===== src/common/mempool_pkg.sv =====
// ----------------------------------------------------------
// MemPool sub-group definitions
// Sizes, address fields and TCDM operation encoding
// ----------------------------------------------------------

package mempool_pkg;

  // Sub-group geometry
  localparam int unsigned num_tiles          = 4;
  localparam int unsigned num_banks_per_tile = 2;
  localparam int unsigned bank_depth         = 64;
  localparam int unsigned data_width         = 32;
  localparam int unsigned strb_width         = data_width / 8;

  localparam int unsigned tile_id_width   = $clog2(num_tiles);
  localparam int unsigned bank_id_width   = $clog2(num_banks_per_tile);
  localparam int unsigned row_width       = $clog2(bank_depth);
  localparam int unsigned tile_addr_width = row_width + bank_id_width;
  localparam int unsigned tcdm_addr_width = row_width + tile_id_width + bank_id_width;

  typedef logic [data_width-1:0]      data_t;
  typedef logic [strb_width-1:0]      strb_t;
  typedef logic [tile_id_width-1:0]   tile_id_t;
  typedef logic [bank_id_width-1:0]   bank_id_t;
  typedef logic [row_width-1:0]       row_t;
  typedef logic [tcdm_addr_width-1:0] tcdm_addr_t;
  typedef logic [tile_addr_width-1:0] tile_addr_t;

  typedef enum logic {
    op_read  = 1'b0,
    op_write = 1'b1
  } tcdm_op_e;

  // ----------------------------------------------------------
  // Address decode
  // ----------------------------------------------------------

  // Word address layout is {row, tile, bank}
  function automatic tile_id_t addr_tile(tcdm_addr_t addr);
    return addr[bank_id_width +: tile_id_width];
  endfunction

  // Drop the tile field and keep {row, bank}
  function automatic tile_addr_t addr_in_tile(tcdm_addr_t addr);
    return {addr[tcdm_addr_width-1 -: row_width], addr[bank_id_width-1:0]};
  endfunction

endpackage : mempool_pkg


===== src/interco/rr_arbiter.sv =====
// ----------------------------------------------------------
// Round-robin arbiter
// One grant per cycle among the masters aiming at a tile
// ----------------------------------------------------------

module rr_arbiter (
  input  logic                             clk_i,
  input  logic                             rst_i,
  input  logic [mempool_pkg::num_tiles-1:0] req_i,
  output logic [mempool_pkg::num_tiles-1:0] gnt_o,
  input  logic                             advance_i
);

  import mempool_pkg::*;

  tile_id_t ptr_q;
  tile_id_t gnt_idx;
  logic     gnt_any;

  // First requester at or after the pointer, wrapping around
  always_comb begin
    tile_id_t idx;
    gnt_o   = '0;
    gnt_idx = '0;
    gnt_any = 1'b0;
    for (int i = 0; i < num_tiles; i++) begin
      idx = ptr_q + tile_id_t'(i);
      if (!gnt_any && req_i[idx]) begin
        gnt_o[idx] = 1'b1;
        gnt_idx    = idx;
        gnt_any    = 1'b1;
      end
    end
  end

  always_ff @(posedge clk_i) begin
    if (rst_i) begin
      ptr_q <= '0;
    end else if (advance_i && gnt_any) begin
      ptr_q <= gnt_idx + tile_id_t'(1);
    end
  end

  a_gnt_legal : assert property (@(posedge clk_i) disable iff (rst_i)
    $onehot0(gnt_o) && ((gnt_o & ~req_i) == '0));

endmodule : rr_arbiter


===== src/interco/local_interco.sv =====
// ----------------------------------------------------------
// Sub-group local interconnect
// Crossbar from master ports to tiles and back by initiator
// ----------------------------------------------------------

module local_interco (
  input  logic                                                  clk_i,
  input  logic                                                  rst_i,
  // Master side
  input  logic                  [mempool_pkg::num_tiles-1:0]    req_valid_i,
  output logic                  [mempool_pkg::num_tiles-1:0]    req_ready_o,
  input  mempool_pkg::tcdm_addr_t [mempool_pkg::num_tiles-1:0]  req_addr_i,
  input  mempool_pkg::tcdm_op_e [mempool_pkg::num_tiles-1:0]    req_op_i,
  input  mempool_pkg::data_t    [mempool_pkg::num_tiles-1:0]    req_wdata_i,
  input  mempool_pkg::strb_t    [mempool_pkg::num_tiles-1:0]    req_be_i,
  output logic                  [mempool_pkg::num_tiles-1:0]    resp_valid_o,
  input  logic                  [mempool_pkg::num_tiles-1:0]    resp_ready_i,
  output mempool_pkg::data_t    [mempool_pkg::num_tiles-1:0]    resp_rdata_o,
  output logic                  [mempool_pkg::num_tiles-1:0]    resp_write_o,
  // Tile side
  output logic                  [mempool_pkg::num_tiles-1:0]    tile_req_valid_o,
  input  logic                  [mempool_pkg::num_tiles-1:0]    tile_req_ready_i,
  output mempool_pkg::tile_id_t [mempool_pkg::num_tiles-1:0]    tile_req_ini_o,
  output mempool_pkg::tile_addr_t [mempool_pkg::num_tiles-1:0]  tile_req_addr_o,
  output mempool_pkg::tcdm_op_e [mempool_pkg::num_tiles-1:0]    tile_req_op_o,
  output mempool_pkg::data_t    [mempool_pkg::num_tiles-1:0]    tile_req_wdata_o,
  output mempool_pkg::strb_t    [mempool_pkg::num_tiles-1:0]    tile_req_be_o,
  input  logic                  [mempool_pkg::num_tiles-1:0]    tile_resp_valid_i,
  output logic                  [mempool_pkg::num_tiles-1:0]    tile_resp_ready_o,
  input  mempool_pkg::tile_id_t [mempool_pkg::num_tiles-1:0]    tile_resp_ini_i,
  input  mempool_pkg::data_t    [mempool_pkg::num_tiles-1:0]    tile_resp_rdata_i,
  input  logic                  [mempool_pkg::num_tiles-1:0]    tile_resp_write_i
);

  import mempool_pkg::*;

  tile_id_t [num_tiles-1:0]                tgt;
  tile_id_t [num_tiles-1:0]                win_idx;
  logic     [num_tiles-1:0][num_tiles-1:0] arb_req;
  logic     [num_tiles-1:0][num_tiles-1:0] gnt;
  // Indexed [master][tile]
  logic     [num_tiles-1:0][num_tiles-1:0] resp_hit;

  logic [num_tiles-1:0] outstanding_q;
  logic [num_tiles-1:0] req_acc;
  logic [num_tiles-1:0] resp_take;

  // ----------------------------------------------------------
  // Request path
  // ----------------------------------------------------------

  for (genvar m = 0; m < num_tiles; m++) begin : gen_master
    assign tgt[m] = addr_tile(req_addr_i[m]);
    // Idle masters see ready when their target tile can take work
    assign req_ready_o[m] = !outstanding_q[m] && tile_req_ready_i[tgt[m]] &&
                            (!req_valid_i[m] || gnt[tgt[m]][m]);
  end : gen_master

  // Busy masters drop out of arbitration
  always_comb begin
    for (int t = 0; t < num_tiles; t++) begin
      for (int m = 0; m < num_tiles; m++) begin
        arb_req[t][m] = req_valid_i[m] && !outstanding_q[m] && (tgt[m] == tile_id_t'(t));
      end
    end
  end

  always_comb begin
    for (int t = 0; t < num_tiles; t++) begin
      win_idx[t] = '0;
      for (int m = 0; m < num_tiles; m++) begin
        if (gnt[t][m]) begin
          win_idx[t] = tile_id_t'(m);
        end
      end
    end
  end

  for (genvar t = 0; t < num_tiles; t++) begin : gen_tile
    rr_arbiter i_arb (
      .clk_i    (clk_i                                      ),
      .rst_i    (rst_i                                      ),
      .req_i    (arb_req[t]                                 ),
      .gnt_o    (gnt[t]                                     ),
      .advance_i(tile_req_valid_o[t] && tile_req_ready_i[t] )
    );

    assign tile_req_valid_o[t] = |arb_req[t];
    assign tile_req_ini_o[t]   = win_idx[t];
    assign tile_req_addr_o[t]  = addr_in_tile(req_addr_i[win_idx[t]]);
    assign tile_req_op_o[t]    = req_op_i[win_idx[t]];
    assign tile_req_wdata_o[t] = req_wdata_i[win_idx[t]];
    assign tile_req_be_o[t]    = req_be_i[win_idx[t]];

    assign tile_resp_ready_o[t] = resp_ready_i[tile_resp_ini_i[t]];
  end : gen_tile

  // ----------------------------------------------------------
  // Response path
  // ----------------------------------------------------------

  always_comb begin
    for (int m = 0; m < num_tiles; m++) begin
      for (int t = 0; t < num_tiles; t++) begin
        resp_hit[m][t] = tile_resp_valid_i[t] && (tile_resp_ini_i[t] == tile_id_t'(m));
      end
    end
  end

  always_comb begin
    resp_valid_o = '0;
    resp_rdata_o = '0;
    resp_write_o = '0;
    for (int m = 0; m < num_tiles; m++) begin
      for (int t = 0; t < num_tiles; t++) begin
        if (resp_hit[m][t]) begin
          resp_valid_o[m] = 1'b1;
          resp_rdata_o[m] = tile_resp_rdata_i[t];
          resp_write_o[m] = tile_resp_write_i[t];
        end
      end
    end
  end

  // One request in flight per master
  assign req_acc   = req_valid_i & req_ready_o;
  assign resp_take = resp_valid_o & resp_ready_i;

  always_ff @(posedge clk_i) begin
    if (rst_i) begin
      outstanding_q <= '0;
    end else begin
      outstanding_q <= (outstanding_q | req_acc) & ~resp_take;
    end
  end

  // A response only reaches a master that is waiting, from one tile
  for (genvar m = 0; m < num_tiles; m++) begin : gen_resp_chk
    a_resp_unique : assert property (@(posedge clk_i) disable iff (rst_i)
      resp_valid_o[m] |-> outstanding_q[m] && $onehot0(resp_hit[m]));
  end : gen_resp_chk

endmodule : local_interco


===== config.mk =====
export PLATFORM = sky130hd
export DESIGN_NAME = local_interco
export DESIGN_NICKNAME = d
export VERILOG_FILES = /design/src/common/mempool_pkg.sv /design/src/interco/rr_arbiter.sv /design/src/interco/local_interco.sv
export SDC_FILE = /design/constraint.sdc
export NUM_CORES = 1
export LEC_CHECK = 0
export ABC_AREA = 1
export ABC_CLOCK_PERIOD_IN_PS = 3300
export BUFFER_PORTS_ARGS = -buffer_cell sky130_fd_sc_hd__buf_4
export CORE_AREA = 8 8 255 257
export DETAILED_ROUTE_END_ITERATION = 12
export DIE_AREA = 0 0 263 265
export GPL_ROUTABILITY_DRIVEN = 0
export PLACE_DENSITY = 0.48
export SLEW_MARGIN = 20
export SYNTH_ARGS = -nofsm -noshare
export SYNTH_HDL_FRONTEND = slang
export SYNTH_HIERARCHICAL = 1
export SYNTH_SLANG_ARGS = --single-unit

===== constraint.sdc =====
create_clock -name clk_i -period 3.3 [get_ports clk_i]
set_input_delay 0.66 -clock clk_i [delete_from_list [all_inputs] [get_ports clk_i]]
set_output_delay 0.66 -clock clk_i [all_outputs]
set_load 0.1 [all_outputs]

==> impl_metrics.json, run 1 <==
{
  "status": "finished, violations left",
  "violations": "setup timing",
  "grt_max_degree": 68,
  "required_ns": 2.64,
  "finalHoldViolCount": 0,
  "final_cell_area_mm2": 0.0305,
  "end_kind": "output pin",
  "critPathMaxStageDelay_ns": 0.31,
  "maxSlewHeadroom_pct": 64.3,
  "drv_cap": 0,
  "initial_core_util_pct": 21.6,
  "max_freq_ghz": 0.250,
  "synth.net_count": 2962,
  "core_area_mm2": 0.0610,
  "drive_above_1_share_pct": 55.6,
  "synth.avg_cell_area_um2": 5.06,
  "cts_hold_buf": 0,
  "period_share_pct": 121,
  "dpl.hpwl_mm": 72.6,
  "fin_worst_skew_ns": 0.00387,
  "die_x_um": 263,
  "vias_per_cell": 5.47,
  "finalNetCount": 3878,
  "worstPathCellList": "buf_4 -> inv_2 -> buf_6 -> nor3_4 -> nand2_1 -> nand3_2 -> nand2_4 -> nor2_4 -> inv_4 -> o22ai_4 -> a21oi_4 -> o21ai_4 -> inv_2 -> o21ai_4 -> buf_12 -> buf_16 -> buf_8 -> nand2_2 -> o211ai_1 -> nand2_4 -> buf_12",
  "syn_inst": 2599,
  "drt_iter0_drc": 1875,
  "die-area_mm2": 0.0697,
  "pin_count": 674,
  "yosysSeqAreaShare_pct": 1.83,
  "setup_viol": 188,
  "rows": 91,
  "slew_violations": 0,
  "cts.sinks": 12,
  "clk-insertion-delay-late_ns": 0.25,
  "wirelength_mm": 103,
  "fillers": 5752,
  "dr.pass1.iters": 6,
  "cts_buffer_depth": 2,
  "ys_ff_latch": 12,
  "final_cell_mix": "717 x buf_4, 304 x inv_1, 301 x o211ai_1, 280 x nand2_1, 243 x buf_12",
  "min_period_ns": 4.01,
  "path_clk_slew_ns": 0.05,
  "grt_pass1_vias": 22597,
  "cts_tree": "yes",
  "crit_family": "buffers and inverters",
  "chipHeight_um": 265,
  "grt_pass1_wl_mm": 145,
  "hp-class": "reg2reg",
  "synth_cell_types": 40,
  "cpMaxStageDelayCell": "nor3_4",
  "place_area_mm2": 0.0230,
  "detail_route.wl_per_cell_um": 23.8,
  "yosys_warnings": 6,
  "synth_area_mm2": 0.0132,
  "worstSetupStartpointType": "input pin",
  "clockRootBuffer": "clkbuf_16",
  "worstPathMaxFanout": 6,
  "numCtsBuffers": 3,
  "grt_setup_unrepaired": "true",
  "grt_usage_pct": 26.1,
  "gr-total-overflow": 0,
  "drc": 0,
  "final_common_cell": "buf_4",
  "htreeDepth": 1,
  "finalWorstSetupSlack_ns": -0.708,
  "antenna_found_initial": 9,
  "crit_arrival_ns": 3.35,
  "path_buf_inv": 9,
  "area_delta_synth_final_pct": 132,
  "worstMarginPinSlew_ns": 0.536,
  "portBuffers": 673,
  "final_antenna_net_count": 0,
  "vias": 23582,
  "critical_path_class": "in2out"
}
-- final timing paths --
path / start / end / slack, ns / cells after the start
max: req_addr_i[29] / tile_req_wdata_o[88] / -0.71 / 21
min: outstanding_q[2] / outstanding_q[2] / 0.64 / 3
max reg2reg: gen_tile[2].i_arb/ptr_q[0] / outstanding_q[3] / 0.54 / 17
min reg2reg: outstanding_q[2] / outstanding_q[2] / 0.64 / 3
-- sequential cells by signal (all words and copies together), names as in the netlist --
signal and count:
outstanding_q 4, gen_tile.i_arb/ptr_q 8
-- what timing repair did --
| item | CTS | global route |
|---|---|---|
| pin swaps | 99 | 186 |
| gates cloned | 48 | 28 |
| setup buffers | 91 | 58 |
| setup endpoints to repair | 188 | 188 |
| resized for setup | 741 | 432 |
-- cell families after synthesis --
| family | synth area share (%) |
|---|---|
| compound gates | 49.5 |
| fa+ha+maj | 2.00 |
| buf+inv | 17.5 |
| flops | 1.83 |
| simple gates | 29.2 |
-- routing by layer --
layer	global-route usage, %	wire length, um	part of all wire (%)	up-vias
li1	-	-	-	10781
met1	29.6	38300	37	11357
met2	48.8	52000	51	1209
met3	5.80	8370	8.2	227
met4	6.91	3960	3.9	8
met5	0	53	0.052	-
-- final cells by class --
type,count,area [um^2],area share [%]
inverter,350,1400,4.59
antenna,5,12.5,0.0410
sequential,12,240,0.787
tap,790,988,3.24
multi-input combinational,2026,14500,47.5
timing repair buffer,1122,13300,43.5
clock buffer,4,88.8,0.291
-- synth_stat cells --
library cell / n / area [um^2]
a21oi_1: 361 / 1810
buf_1: 2 / 7.51
nand4_4: 3 / 63.8
nand2_4: 16 / 180
nand2_2: 24 / 150
nand3b_1: 1 / 7.51
o21ai_1: 1 / 5.00
nand4_2: 1 / 12.5
nand3_1: 44 / 220
buf_6: 5 / 56.3
nor2_8: 1 / 20.0
inv_2: 15 / 56.3
a21boi_1: 1 / 7.51
buf_4: 1 / 7.51
nand4_1: 14 / 87.6
dfxtp_1: 12 / 240
o211ai_1: 301 / 2260
o21bai_2: 2 / 22.5
clkinv_1: 1 / 3.75
inv_8: 1 / 11.3
buf_2: 92 / 460
o22ai_1: 9 / 56.3
a21boi_0: 4 / 30.0
nor2_2: 10 / 62.6
inv_1: 327 / 1230
o2111ai_1: 5 / 43.8
nand2_1: 560 / 2100
nor3_1: 15 / 75.1
nand3_2: 25 / 250
inv_6: 6 / 52.6
a211oi_2: 1 / 12.5
o21ai_2: 2 / 17.5
clkbuf_1: 109 / 409
a22oi_1: 6 / 45.0
ha_1: 21 / 263
a31oi_1: 7 / 43.8
a21oi_2: 3 / 26.3
nor2_1: 162 / 608
o21ai_0: 426 / 2130
clkbuf_2: 2 / 10.0
-- worst reg2reg max path, delay by kind of cell (launching register included) --
| family | cells | cell delay (ns) |
|---|---|---|
| fa+ha+maj | 1 | 0.36 |
| flops | 1 | 0.39 |
| simple gates | 6 | 0.60 |
| buf+inv | 7 | 0.81 |
| compound gates | 3 | 0.52 |
-- metrics by stage --
stage / TNS [ns] / std cells / util, % / hold WS (ns) / worst slack [ns]
after floorplan: -6.88 / 2599 / - / 0.487 / -0.188
after global placement: -107.50 / 4103 / 37.6 / 0.571 / -0.737
after detailed placement: -114.76 / 4103 / 37.6 / 0.589 / -0.786
after CTS: -99.80 / 4245 / 46.2 / 0.631 / -0.664
after global routing: -130.56 / 4306 / 50.0 / 0.671 / -0.836
final: -109.86 / 4309 / 50.0 / 0.637 / -0.708
Power of run 1 is not shown: default switching activity piles up to over one toggle a cycle in this logic, so the estimate is an artifact.
==> run 2, diff against run 1 <==
Settings changed: CORE_AREA 8 8 255 257 to 8 8 258 260, DIE_AREA 0 0 263 265 to 0 0 266 268, PLACE_DENSITY 0.48 to 0.46, SYNTH_HIERARCHICAL 1 to default.
==> impl_metrics.json, run 2 <==
{
  "status": "finished, violations left",
  "violations": "setup timing",
  "antenna_found_initial": 9,
  "cts.sinks": 12,
  "end_kind": "output pin",
  "clk-insertion-delay-late_ns": 0.26,
  "wirelength_mm": 110,
  "grt_usage_pct": 25.6,
  "numCtsBuffers": 3,
  "worstMarginPinSlew_ns": 0.486,
  "slew_violations": 0,
  "setup_viol": 184,
  "synth_top_cell_by_area": "nand2_1",
  "final_cell_area_mm2": 0.0297,
  "setup.worst_path.end": "tile_req_wdata_o[33]",
  "clockRootBuffer": "clkbuf_16",
  "drive_above_1_share_pct": 53.8,
  "cts_buffer_depth": 2,
  "gr-total-overflow": 0,
  "die-area_mm2": 0.0713,
  "fin_worst_skew_ns": 0.00205,
  "grt_max_degree": 68,
  "ys_ff_latch": 12,
  "finalWorstSetupSlack_ns": -0.419,
  "path_clk_slew_ns": 0.06,
  "vias": 23721,
  "die_x_um": 266,
  "grt_pass1_vias": 21938,
  "worst-r2r-cell-count": 20,
  "synth_area_leaders": "nand2_1 17%, o211ai_1 13%, o21ai_0 12%, a21oi_1 10%, nor2_1 5.9%",
  "rr_endpoint": "outstanding_q[2]",
  "core_area_mm2": 0.0624,
  "synthDominantCellAreaShare_pct": 17.2,
  "finalHoldViolCount": 0,
  "period_share_pct": 113,
  "max_freq_ghz": 0.269,
  "synth_most_common_cell": "nand2_1",
  "initial_core_util_pct": 20.4,
  "synth_area_mm2": 0.0127,
  "cts_hold_buf": 0,
  "reg2reg_slack_ns": 0.89,
  "maxSlewHeadroom_pct": 67.5,
  "min_period_ns": 3.72,
  "worstSetupStartpointType": "input pin",
  "crit_arrival_ns": 3.06,
  "dpl.hpwl_mm": 75.3,
  "pin_count": 674,
  "synth_edf_count": 0,
  "portBuffers": 673,
  "yosys_warnings": 0,
  "detail_route.wl_per_cell_um": 26.1,
  "syn_inst": 2519,
  "grt_setup_unrepaired": "true",
  "finalNetCount": 3735,
  "area_delta_synth_final_pct": 133,
  "r2r-start": "outstanding_q[3]",
  "rows": 92,
  "yosys-top-cells-count": "582 x nand2_1, 295 x o21ai_0, 255 x a21oi_1",
  "drv_cap": 0,
  "dr.pass1.iters": 6,
  "synth_cell_types": 38,
  "top_register": "gen_tile.i_arb.ptr_q",
  "final_common_cell": "buf_4",
  "hp-class": "reg2reg",
  "worstPathMaxFanout": 7,
  "synth.net_count": 2893,
  "largest_register_ffs": 8,
  "required_ns": 2.64,
  "grt_pass1_wl_mm": 145,
  "synth.avg_cell_area_um2": 5.05,
  "drt_iter0_drc": 2332,
  "cp-startpoint": "req_valid_i[0]",
  "critical_path_class": "in2out",
  "htreeDepth": 1,
  "vias_per_cell": 5.63,
  "synth_flop_cell": "dfxtp_1",
  "fillers": 6057,
  "drc": 0,
  "cts_tree": "yes",
  "top_regs": "gen_tile.i_arb.ptr_q: 8 flops, outstanding_q: 4 flops",
  "chipHeight_um": 268,
  "async_reset_ff_share_pct": 0,
  "place_area_mm2": 0.0230,
  "final_cell_mix": "659 x buf_4, 370 x nand2_1, 224 x buf_12, 214 x o211ai_1, 192 x o21ai_0",
  "final_antenna_net_count": 0,
  "yosysSeqAreaShare_pct": 1.89
}
-- run 2: changes by cell type in the layout (fill, tap and decap cells not counted), moves of 39 or more --
cell / previous run / this run
a31oi_2: 0 / 78
nand2_4: 213 / 104
o21ai_2: 119 / 61
nand3_2: 27 / 70
nand2_1: 280 / 370
a21oi_2: 220 / 102
nand3b_1: 1 / 40
inv_1: 304 / 172
o21ai_0: 235 / 192
o211ai_1: 301 / 214
o21ai_4: 20 / 98
buf_4: 717 / 659
-- run 2: layout make-up --
class	count	area (um^2)	share of cell area [%]
diodes	6	15.0	0.0506
well taps	846	1060	3.57
inverters	208	870	2.93
repair buffers	1041	12300	41.4
multi-input cells	2095	15100	50.9
clock buffers	4	88.8	0.299
flip-flops and latches	12	245	0.826
-- run 2: worst min-delay path by stage --
stage                          start               end  slack (ns)  cells past startpoint
CTS                 outstanding_q[2]  outstanding_q[2]        0.50                      2
global route        outstanding_q[0]  outstanding_q[0]        0.54                      2
global placement    outstanding_q[3]  outstanding_q[3]        0.49                      2
finish              outstanding_q[2]  outstanding_q[2]        0.50                      2
detailed placement  outstanding_q[2]  outstanding_q[2]        0.49                      2
floorplan           outstanding_q[3]  outstanding_q[3]        0.47                      2
-- run 2: critical path: stages --
cell and delay, ns:
buf_8 0.08, inv_4 0.03, nor2_4 0.17, buf_6 0.13, buf_6 0.09, nand3_4 0.06
nand2_4 0.09, nand2_4 0.06, nand2_4 0.11, nor2_4 0.07, a21oi_2 0.16, nand3_2 0.13
buf_6 0.15, nor2_4 0.14, inv_8 0.11, buf_16 0.16, buf_6 0.15, a21oi_2 0.10
o21ai_1 0.08, nand2_2 0.11, buf_12 0.18
-- run 2: stage by stage --
| step | cells | worst slack [ns] | TNS (ns) | hold WS, ns | util (%) |
|---|---|---|---|---|---|
| 2_1_floorplan | 2519 | -0.461 | -12.73 | 0.473 | - |
| 3_3_place_gp | 4053 | -0.544 | -75.96 | 0.493 | 36.9 |
| 3_5_place_dp | 4053 | -0.552 | -79.99 | 0.493 | 36.9 |
| 4_1_cts | 4090 | -0.399 | -52.83 | 0.502 | 40.1 |
| 5_1_grt | 4210 | -0.534 | -79.15 | 0.543 | 47.6 |
| 6_report | 4212 | -0.419 | -58.98 | 0.500 | 47.6 |
-- run 2: metal layers --
layer	share of wire [%]	vias up	wire, um	GRT usage [%]
met2	48	1453	53300	46.1
met5	0.021	-	23	0
met4	4.5	4	4920	6.49
met3	9.3	319	10200	5.67
li1	-	10536	-	-
met1	38	11409	41600	30.6
-- run 2: kinds of logic (layout without fill, tap and decap cells) --
family / count (synthesis) / in the layout / share of synthesized area [%]
AOI/OAI and AO/OA: 1029 / 1029 / 46.2
other: 0 / 6 / 0
and+or+nand+nor: 1021 / 1029 / 34.4
buffers and inverters: 420 / 1253 / 14.0
adders and majority gates: 32 / 32 / 3.14
DFF: 12 / 12 / 1.89
xor gates and xnor gates: 5 / 5 / 0.344
-- run 2: timing repair --
action | CTS | global route
cloned | 12 | 59
setup buffers | 22 | 62
pin swaps | 26 | 149
resized for setup | 373 | 715
setup endpoints to repair | 188 | 188
Power of run 2 is left out for the same reason.
